`src/hw/mem_pkg.sv`:
```
`default_nettype none

package mem_pkg;

   // ------------------------------------------------------------
   // widths and fixed locations
   // ------------------------------------------------------------
   localparam int RAM_AW     = 21;                 // 2 MB external sram
   localparam int CPU_AW     = 16;
   localparam int QUAD_AW    = 14;                 // 16 KB per quadrant
   localparam int PAGE_W     = RAM_AW - QUAD_AW;   // 128 pages of 16 KB
   localparam int SLOT_COUNT = 4;

   // register indexes on the core register interface
   localparam logic [7:0] MASTERCONF_ADDR   = 8'h00;
   localparam logic [7:0] MASTERMAPPER_ADDR = 8'h01;

   localparam logic [PAGE_W-1:0] ROM_BASE_PAGE = PAGE_W'(8);  // roms live in pages 8..11
   localparam logic [3:0]        TIMEX_BASE    = 4'b0011;      // doc/ext area, 64 KB x 2
   localparam logic [7:0]        IDLE_DATA     = 8'hFF;        // floating bus value

   // ------------------------------------------------------------
   // enums
   // ------------------------------------------------------------
   // +3 special paging, named after the pages seen in slots 0..3
   typedef enum logic [1:0] {
      CFG_0123 = 2'b00,
      CFG_4567 = 2'b01,
      CFG_4563 = 2'b10,
      CFG_4763 = 2'b11
   } allram_cfg_e;

   typedef enum logic [1:0] {
      PORT_NONE  = 2'b00,
      PORT_7FFD  = 2'b01,
      PORT_1FFD  = 2'b10,
      PORT_TIMEX = 2'b11   // $f4 mmu
   } io_port_e;

   // ------------------------------------------------------------
   // bundles
   // ------------------------------------------------------------
   typedef struct packed {
      logic [CPU_AW-1:0] a;
      logic [7:0]        din;      // cpu data out
      logic              mreq_n;
      logic              iorq_n;
      logic              rd_n;
      logic              wr_n;
   } cpu_bus_t;

   typedef struct packed {
      logic [7:0] addr;   // selected register index
      logic       ior;
      logic       iow;
   } zxreg_t;

   typedef struct packed {
      logic disable_7ffd;
      logic disable_1ffd;
      logic disable_romsel7f;
      logic disable_romsel1f;
      logic enable_timexmmu;
      logic doc_ext_option;   // picks doc or ext bank in timex area
   } mem_opts_t;

   typedef struct packed {
      logic              boot_mode;
      logic [2:0]        ram_bank;     // $c000 bank from $7ffd
      logic [1:0]        ext_bank;     // pentagon 512K high bits
      logic [1:0]        rom_sel;      // already masked by the option gates
      logic              allram;
      allram_cfg_e       allram_cfg;
      logic [7:0]        timex_mmu;    // one bit per 8 KB half
      logic [PAGE_W-1:0] mastermapper;
   } paging_t;

   typedef struct packed {
      logic              hit;
      logic [RAM_AW-1:0] ram_addr;
      logic              wr_ok;
      logic              contended;   // ula screen contention
   } slot_map_t;

endpackage

`default_nettype wire

```
`src/hw/paging_regs.sv`:
```
`default_nettype none

module paging_regs (
   input  logic                clk,
   input  logic                mrst_n,
   input  mem_pkg::cpu_bus_t   bus,
   input  mem_pkg::zxreg_t     zreg,
   input  mem_pkg::mem_opts_t  opts,
   output mem_pkg::paging_t    pg,
   output logic [7:0]          rdback,
   output logic                rdback_vld,
   output logic [1:0]          timing_mode,
   output logic                disable_contention,
   output logic                issue2_keyboard_enabled,
   output logic                in_boot_mode,
   output logic                in48kmode
);
   import mem_pkg::*;

   io_port_e          port;          // decoded io target
   logic              io_wr;
   logic              io_rd;
   logic [7:0]        bank128;       // $7ffd
   logic [2:0]        bankplus3;     // $1ffd, only the paging bits
   logic [7:0]        timex_mmu;     // $f4
   logic [7:0]        masterconf;
   logic [PAGE_W-1:0] mastermapper;
   logic              locked;
   logic              frozen;
   logic              mc_wr;
   logic              mm_wr;

   assign io_wr  = !bus.iorq_n && !bus.wr_n;
   assign io_rd  = !bus.iorq_n && !bus.rd_n;
   assign locked = bank128[5];          // 48K lock
   assign frozen = masterconf[7];
   assign mc_wr  = zreg.iow && zreg.addr == MASTERCONF_ADDR;
   assign mm_wr  = zreg.iow && zreg.addr == MASTERMAPPER_ADDR;

   // ------------------------------------------------------------
   // port decode, +2A style when both ports are on, else 128K
   // ------------------------------------------------------------
   always_comb begin
      port = PORT_NONE;
      if (opts.enable_timexmmu && bus.a[7:0] == 8'hF4) begin
         port = PORT_TIMEX;                      // $f4 wins over the partial decodes
      end else if (!bus.a[1] && !opts.disable_7ffd) begin
         if (!opts.disable_1ffd) begin
            if (bus.a[15:12] == 4'b0001)
               port = PORT_1FFD;
            else if (bus.a[15:14] == 2'b01)
               port = PORT_7FFD;
         end else if (!bus.a[15]) begin
            port = PORT_7FFD;                    // plain 128K, a15 = 0 and a1 = 0
         end
      end
   end

   // paging ports, level strobed so din loads on every edge of the write
   always_ff @(posedge clk) begin
      if (!mrst_n) begin
         bank128   <= '0;
         bankplus3 <= '0;
         timex_mmu <= '0;
      end else if (io_wr) begin
         case (port)
            PORT_7FFD:  if (!locked) bank128 <= bus.din;
            PORT_1FFD:  if (!locked) bankplus3 <= bus.din[2:0];
            PORT_TIMEX: timex_mmu <= bus.din;   // lock does not touch the mmu
            default: ;
         endcase
      end
   end

   // ------------------------------------------------------------
   // master configuration and master mapper
   // ------------------------------------------------------------
   // layout  7 freeze, 6 tm1, 5 nocont, 4 tm0, 3 issue2, 2..1 spare, 0 boot
   always_ff @(posedge clk) begin
      if (!mrst_n) begin
         masterconf  <= 8'h01;     // boot mode on, nothing frozen
         timing_mode <= 2'b01;     // 128K timing until software picks one
      end else if (mc_wr) begin
         masterconf[6:1] <= bus.din[6:1];
         timing_mode     <= {bus.din[6], bus.din[4]};
         if (!frozen) begin
            masterconf[7] <= bus.din[7];
            masterconf[0] <= bus.din[0];   // leaving boot mode is one-way once frozen
         end
      end
   end

   always_ff @(posedge clk) begin
      if (!mrst_n)
         mastermapper <= '0;
      else if (mm_wr && masterconf[0])   // only reachable from boot code
         mastermapper <= bus.din[PAGE_W-1:0];
   end

   // ------------------------------------------------------------
   // outputs
   // ------------------------------------------------------------
   always_comb begin
      pg.boot_mode    = masterconf[0];
      pg.ram_bank     = bank128[2:0];
      pg.ext_bank     = bank128[7:6];
      pg.rom_sel      = {bankplus3[2] & ~opts.disable_romsel1f,
                         bank128[4]   & ~opts.disable_romsel7f};
      pg.allram       = bankplus3[0];
      pg.allram_cfg   = allram_cfg_e'(bankplus3[2:1]);
      pg.timex_mmu    = timex_mmu;
      pg.mastermapper = mastermapper;
   end

   assign disable_contention      = masterconf[5];
   assign issue2_keyboard_enabled = masterconf[3];
   assign in_boot_mode            = ~frozen;
   assign in48kmode               = locked | opts.disable_7ffd;

   // readback, cpu port read of $f4 first, then the register interface
   always_comb begin
      rdback     = IDLE_DATA;
      rdback_vld = 1'b0;
      if (io_rd && port == PORT_TIMEX) begin
         rdback     = timex_mmu;
         rdback_vld = 1'b1;
      end else if (zreg.ior && zreg.addr == MASTERCONF_ADDR) begin
         rdback     = masterconf;
         rdback_vld = 1'b1;
      end else if (zreg.ior && zreg.addr == MASTERMAPPER_ADDR) begin
         rdback     = {1'b0, mastermapper};
         rdback_vld = 1'b1;
      end
   end

   // the 48K lock sticks until the master reset
   a_lock_holds : assert property (@(posedge clk) disable iff (!mrst_n)
      locked |=> $stable(bank128))
      else $error("bank128 changed while locked");

endmodule

`default_nettype wire

```
`src/hw/quadrant_mapper.sv`:
```
`default_nettype none

module quadrant_mapper #(
   parameter int SLOT          = 0,      // quadrant index, 0 = $0000
   parameter bit PENTAGON_512K = 1'b0
) (
   input  mem_pkg::cpu_bus_t   bus,
   input  mem_pkg::paging_t    pg,
   input  mem_pkg::mem_opts_t  opts,
   input  logic                inhibit_rom,
   output mem_pkg::slot_map_t  map
);
   import mem_pkg::*;

   localparam logic [1:0] SLOT_ID = SLOT[1:0];

   logic              slot_sel;    // a15..a14 point at this quadrant
   logic              half;        // upper 8 KB of the quadrant
   logic              timex_ovr;
   logic              is_rom;
   logic [PAGE_W-1:0] page;
   logic [PAGE_W-1:0] bank_page;

   assign slot_sel  = bus.a[CPU_AW-1 -: 2] == SLOT_ID;
   assign half      = bus.a[QUAD_AW-1];
   assign timex_ovr = !pg.boot_mode && pg.timex_mmu[{SLOT_ID, half}];

   // $c000 bank from $7ffd, pentagon adds two high bits
   assign bank_page = PENTAGON_512K ? {pg.ext_bank, 2'b00, pg.ram_bank}
                                    : {4'b0000, pg.ram_bank};

   // ------------------------------------------------------------
   // page select, boot first, then +3 all-ram, then normal
   // ------------------------------------------------------------
   always_comb begin
      page   = '0;
      is_rom = 1'b0;
      if (pg.boot_mode) begin
         case (SLOT_ID)
            2'd1:    page = PAGE_W'(5);
            2'd2:    page = PAGE_W'(2);
            2'd3:    page = pg.mastermapper;     // boot code picks any page here
            default: page = '0;                  // rom space unused while booting
         endcase
      end else if (pg.allram) begin
         case (SLOT_ID)
            2'd0:    page = (pg.allram_cfg == CFG_0123) ? PAGE_W'(0) : PAGE_W'(4);
            2'd1: begin
               if (pg.allram_cfg == CFG_0123)
                  page = PAGE_W'(1);
               else if (pg.allram_cfg == CFG_4763)
                  page = PAGE_W'(7);
               else
                  page = PAGE_W'(5);
            end
            2'd2:    page = (pg.allram_cfg == CFG_0123) ? PAGE_W'(2) : PAGE_W'(6);
            default: page = (pg.allram_cfg == CFG_4567) ? PAGE_W'(7) : PAGE_W'(3);
         endcase
      end else begin
         case (SLOT_ID)
            2'd0: begin
               page   = ROM_BASE_PAGE + PAGE_W'(pg.rom_sel);   // one of four roms
               is_rom = 1'b1;
            end
            2'd1:    page = PAGE_W'(5);
            2'd2:    page = PAGE_W'(2);
            default: page = bank_page;
         endcase
      end
   end

   // ------------------------------------------------------------
   // slot result
   // ------------------------------------------------------------
   always_comb begin
      map.hit = !bus.mreq_n && slot_sel;
      if (SLOT_ID == 2'd0)
         map.hit = map.hit && !pg.boot_mode && !inhibit_rom;   // external rom owns it

      // timex override puts the 8 KB half into doc or ext
      if (timex_ovr)
         map.ram_addr = {TIMEX_BASE, opts.doc_ext_option, SLOT_ID, bus.a[QUAD_AW-1:0]};
      else
         map.ram_addr = {page, bus.a[QUAD_AW-1:0]};

      map.wr_ok = timex_ovr || !is_rom;     // doc/ext is ram even over the rom

      // screen pages 5 and odd banks are contended, not doc/ext or all-ram
      map.contended = slot_sel && !pg.boot_mode && !timex_ovr && !pg.allram &&
                      (SLOT_ID == 2'd1 || (SLOT_ID == 2'd3 && pg.ram_bank[0]));
   end

endmodule

`default_nettype wire

```
`src/hw/bus_select.sv`:
```
`default_nettype none

module bus_select (
   input  mem_pkg::cpu_bus_t           bus,
   input  mem_pkg::zxreg_t             zreg,
   input  mem_pkg::slot_map_t          maps [mem_pkg::SLOT_COUNT],
   input  logic [7:0]                  rdback,
   input  logic                        rdback_vld,
   input  logic                        boot_mode,
   input  logic                        inhibit_rom,
   input  logic [7:0]                  din_external,
   input  logic [7:0]                  ram_d,
   output logic [mem_pkg::RAM_AW-1:0]  ram_a,
   output logic                        ram_rd_n,
   output logic                        ram_wr_n,
   output logic [7:0]                  ram_q,
   output logic [7:0]                  dout,
   output logic                        oe,
   output logic                        access_to_screen
);
   import mem_pkg::*;

   logic [SLOT_COUNT-1:0] hits;         // one bit per quadrant
   logic [RAM_AW-1:0]     hit_addr;
   logic                  hit_wr_ok;
   logic                  hit_screen;
   logic                  any_hit;
   logic                  ram_rd;       // cpu read served by the sram
   logic                  ext_rd;       // rom read served from outside

   // ------------------------------------------------------------
   // merge the quadrant results, only the hit slot contributes
   // ------------------------------------------------------------
   always_comb begin
      hits       = '0;
      hit_addr   = '0;
      hit_wr_ok  = 1'b0;
      hit_screen = 1'b0;
      for (int i = 0; i < SLOT_COUNT; i++) begin
         hits[i] = maps[i].hit;
         if (maps[i].hit) begin
            hit_addr   = hit_addr | maps[i].ram_addr;
            hit_wr_ok  = hit_wr_ok | maps[i].wr_ok;
            hit_screen = hit_screen | maps[i].contended;
         end
      end
   end

   assign any_hit = |hits;
   assign ram_rd  = any_hit && !bus.rd_n;
   assign ext_rd  = !boot_mode && inhibit_rom && !bus.mreq_n && !bus.rd_n &&
                    bus.a[CPU_AW-1 -: 2] == 2'b00;        // rom space, $0000-$3fff

   // sram side
   assign ram_a            = hit_addr;                   // zero when idle
   assign ram_rd_n         = !ram_rd;
   assign ram_wr_n         = !(any_hit && hit_wr_ok && !bus.wr_n);   // rom pages stay intact
   assign ram_q            = bus.din;
   assign access_to_screen = hit_screen;

   // ------------------------------------------------------------
   // cpu data out, external rom first, then sram, then registers
   // ------------------------------------------------------------
   always_comb begin
      dout = IDLE_DATA;
      oe   = 1'b0;
      if (ext_rd) begin
         dout = din_external;
         oe   = 1'b1;
      end else if (ram_rd) begin
         dout = ram_d;
         oe   = 1'b1;
      end else if (rdback_vld) begin
         dout = rdback;
         oe   = 1'b1;
      end
   end

   // evaluated once the quadrant outputs have settled in the time step
   always_comb begin
      a_one_hit : assert final ($onehot0(hits))
         else $error("more than one quadrant hit at once");
      a_no_overlap : assert final (bus.mreq_n || !(zreg.ior || zreg.iow))
         else $error("register access during a memory cycle");   // dout is shared
   end

endmodule

`default_nettype wire

```
`src/hw/mem_manager.sv`:
```
`default_nettype none

module mem_manager #(
   parameter bit PENTAGON_512K = 1'b0   // extend the $c000 bank to 512K
) (
   input  logic                        clk,
   input  logic                        mrst_n,

   // cpu side
   input  mem_pkg::cpu_bus_t           bus,
   output logic [7:0]                  dout,
   output logic                        oe,

   // core registers and option gates
   input  mem_pkg::zxreg_t             zreg,
   input  mem_pkg::mem_opts_t          opts,

   // external rom and sram
   input  logic                        inhibit_rom,
   input  logic [7:0]                  din_external,
   input  logic [7:0]                  ram_d,
   output logic [mem_pkg::RAM_AW-1:0]  ram_a,
   output logic                        ram_rd_n,
   output logic                        ram_wr_n,
   output logic [7:0]                  ram_q,

   // ula and machine state
   output logic                        access_to_screen,
   output logic [1:0]                  timing_mode,
   output logic                        disable_contention,
   output logic                        issue2_keyboard_enabled,
   output logic                        in_boot_mode,
   output logic                        in48kmode
);
   import mem_pkg::*;

   paging_t    pg;                       // shared paging state
   logic [7:0] rdback;
   logic       rdback_vld;
   slot_map_t  slot_maps [SLOT_COUNT];   // one entry per quadrant

   // ------------------------------------------------------------
   // registers
   // ------------------------------------------------------------
   paging_regs u_regs (
      .clk                     (clk),
      .mrst_n                  (mrst_n),
      .bus                     (bus),
      .zreg                    (zreg),
      .opts                    (opts),
      .pg                      (pg),
      .rdback                  (rdback),
      .rdback_vld              (rdback_vld),
      .timing_mode             (timing_mode),
      .disable_contention      (disable_contention),
      .issue2_keyboard_enabled (issue2_keyboard_enabled),
      .in_boot_mode            (in_boot_mode),
      .in48kmode               (in48kmode)
   );

   // ------------------------------------------------------------
   // one mapper per 16 KB quadrant
   // ------------------------------------------------------------
   for (genvar s = 0; s < SLOT_COUNT; s++) begin : g_slot
      quadrant_mapper #(
         .SLOT          (s),
         .PENTAGON_512K (PENTAGON_512K)
      ) u_map (
         .bus         (bus),
         .pg          (pg),
         .opts        (opts),
         .inhibit_rom (inhibit_rom),
         .map         (slot_maps[s])
      );
   end

   // sram strobes and cpu data mux
   bus_select u_sel (
      .bus              (bus),
      .zreg             (zreg),
      .maps             (slot_maps),
      .rdback           (rdback),
      .rdback_vld       (rdback_vld),
      .boot_mode        (pg.boot_mode),
      .inhibit_rom      (inhibit_rom),
      .din_external     (din_external),
      .ram_d            (ram_d),
      .ram_a            (ram_a),
      .ram_rd_n         (ram_rd_n),
      .ram_wr_n         (ram_wr_n),
      .ram_q            (ram_q),
      .dout             (dout),
      .oe               (oe),
      .access_to_screen (access_to_screen)
   );

endmodule

`default_nettype wire

```
`config.mk`:
```
export PLATFORM = sky130hd
export DESIGN_NAME = mem_manager
export DESIGN_NICKNAME = d
export VERILOG_FILES = /design/src/hw/mem_pkg.sv /design/src/hw/paging_regs.sv /design/src/hw/quadrant_mapper.sv /design/src/hw/bus_select.sv /design/src/hw/mem_manager.sv
export SDC_FILE = /design/constraint.sdc
export NUM_CORES = 1
export LEC_CHECK = 0
export BUFFER_PORTS_ARGS = -buffer_cell sky130_fd_sc_hd__buf_2
export CORE_MARGIN = 8
export CORE_UTILIZATION = 40
export CTS_BUF_LIST = sky130_fd_sc_hd__clkbuf_2 sky130_fd_sc_hd__clkbuf_4 sky130_fd_sc_hd__clkbuf_8
export CTS_CLUSTER_SIZE = 10
export DETAILED_ROUTE_END_ITERATION = 12
export GPL_TIMING_DRIVEN = 0
export PLACE_DENSITY = 0.69
export SYNTH_ARGS = -nofsm -noshare
export SYNTH_HDL_FRONTEND = slang
export SYNTH_HIERARCHICAL = 1
export SYNTH_SLANG_ARGS = --single-unit
export TNS_END_PERCENT = 50
```
`constraint.sdc`:
```
create_clock -name clk -period 2.4 [get_ports clk]
set_input_delay 0.24 -clock clk [delete_from_list [all_inputs] [get_ports clk]]
set_output_delay 0.24 -clock clk [all_outputs]
set_load 0.03 [all_outputs]
```
==> out/qor.csv <==
stage;metric;value;unit
status;status;finished, final reports clean;
timing;slew_headroom;60.9;%
clock_tree;clkLatencyLatePin;0.28;ns
worst_setup_path;worstReg2RegStart;u_regs/bank128[5];
global_routing;grt_pass1_wl;16400;um
timing;hold_violations;0;
timing;period_needed;2.31;ns
finish;nets;629;
route;post_drt_wl_per_cell;15.2;um
global_routing;grt_pass1_vias;3353;
synthesis;syn_area_per_cell;7.50;sq um
finish;postLayoutCoreUtil;51.7;%
route;drt_iter0_drc;237;
finish;n_antenna_cell;0;
clock_tree;cts_buffers;5;
min_path;hold_path.class;primary input to flop;
placement;preCtsSetupSlack;-0.111;ns
route;antenna_left;0;
clock_tree;cts.sink_count;32;
floorplanning;fp.coreArea;8180;sq um
timing;finalWorstSetupSlack;0.0899;ns
min_path;whs_endpoint;u_regs/timex_mmu[7];
timing;worst_pin_slew;0.585;ns
timing;tns;0;ns
floorplanning;io_pins;110;
worst_setup_path;crit_required;2.16;ns
timing;final-setup-viol-count;0;
clock_tree;cts-htree-levels;2;
global_routing;grt_usage;17.2;%
global_routing;grt_max_degree;19;
worst_setup_path;endpoint_kind;output pin;
route;drt-total-wl;10200;um
placement;dp_hpwl;8120;um
pwr;vdd_ir_drop_max;0.245;mV
global_routing;antenna_found_initial;0;
floorplanning;die_h;107;um
min_path;whs_path_depth;3;
floorplanning;die_area;11500;sq um
placement;gp_congestion;0.843;
floorplanning;die_w;107;um
min_path;min_from;bus[11];
worst_setup_path;worst_setup_path_start_kind;flop;
pwr;power_density;332;nW/um^2
timing;rsz0062_at_grt;true;
worst_setup_path;crit_type;flop to output pin;
route;firstDrtPassIters;5;
worst_setup_path;r2r_slack;0.96;ns
worst_setup_path;r2r-end;u_regs/bankplus3[1];
placement;port_buffers;103;
timing;finalMaxSlewViolations;0;
global_routing;gr-total-overflow;0;
route;via_count;3443;
timing;whs;0.231;ns
floorplanning;start_util;40.9;%
synthesis;synthCells;446;
route;avgViaCountPerCell;5.13;
pwr;finalPower;0.00140;W
flow_run;maxCapViolations;0;
clock_tree;ctsLongestPathBuffers;2;
pwr;p_leak;1.94;nW
worst_setup_path;reg2reg_depth;4;
route;drc_errors;0;
synthesis;syn_area;3340;sq um
clock_tree;cts.clk_slew.worst_paths;0.06;ns
clock_tree;cts_tree;done;
timing;max_freq;0.433;GHz
timing;finalCritPeriodShare;96.3;%
finish;drive_above_1_share;43.3;%
clock_tree;clockRootBuffer;clkbuf_8;
worst_setup_path;worstPathMaxFanout;9;
clock_tree;ctsHoldBuffers;0;
finish;synthToLayoutAreaGrowth;26.5;%
timing;clock_skew;0.00642;ns
synthesis;yosysWarnings;6;
worst_setup_path;arrival;2.07;ns
floorplanning;rows;33;
-- worst max-delay path, cell delays in order (launching register included) --
cell	delay, ns
dfxtp_4	0.38
buf_12	0.12
nor2_1	0.05
buf_6	0.13
or4_4	0.53
buf_6	0.16
a21oi_1	0.15
o31ai_1	0.09
buf_2	0.18
-- area by class of cell --
cell class / instances / area (sq um)
buffer: 112 / 797
fill: 802 / 3950
clock buffer: 7 / 96.3
timing repair buffer: 106 / 548
sequential: 32 / 644
multi-input combinational: 301 / 1980
inverter: 8 / 30.0
tap: 105 / 131
-- placed cells by master, fill, tap and decap left out, drive strengths merged, types with 2 or more instances in the layout --
cell,instances
clkbuf,15
nand2b,11
inv,7
mux2,4
conb,14
or4,2
dfxtp,32
mux2i,24
nor4,4
or2,2
nor2b,3
o31ai,8
o211ai,3
a31oi,3
o32a,2
o21ai,19
nand2,41
nor4b,2
nor2,24
o21a,2
nand4,2
buf,210
a21oi,21
nor3,17
or3,3
nand3,27
a22oi,46
and2,7
-- through the flow --
stage	std cells	area, sq um
after CTS	670	4180
after floorplan	454	3390
after detailed placement	662	4040
final	671	4230
after global routing	671	4230
after global placement	662	4040
-- sequential cells by signal, indices dropped and copies added, names as in the netlist --
register	count
u_regs/timing_mode	1
u_regs/masterconf	8
u_regs/bank128	5
u_regs/bankplus3	3
u_regs/mastermapper	7
u_regs/timex_mmu	8
-- where the power goes --
part,total (W),internal [W],switching [W]
Combinational,0.000429,0.000190,0.000239
Clock,0.000442,0.000255,0.000187
Sequential,0.000532,0.000531,0.000000967
-- worst max-delay path by stage --
stage | start | endpoint | slack [ns] | cells after the start
after detailed placement | bus[15] | dout[2] | -0.11 | 9
after global routing | bus[1] | dout[1] | -0.003 | 9
after CTS | u_regs/masterconf[0] | dout[4] | 0.001 | 8
after global placement | bus[15] | dout[2] | -0.1 | 9
final | u_regs/masterconf[0] | dout[6] | 0.09 | 8
after floorplan | bus[15] | dout[6] | -0.04 | 7
-- routing by layer --
layer | routed length [um] | vias to the layer above | global-route usage, %
met1 | 4550 | 1583 | 21.7
met2 | 4910 | 121 | 29.4
li1 | - | 1728 | -
met5 | 0 | - | 0
met3 | 640 | 11 | 3.59
met4 | 78 | 0 | 3.57
-- what timing repair did --
item,in CTS,in global routing
pin swaps,2,3
setup buffers,1,2
resized for setup,9,19
endpoints found under the setup margin,10,23
(Power assumes the default switching activity.)
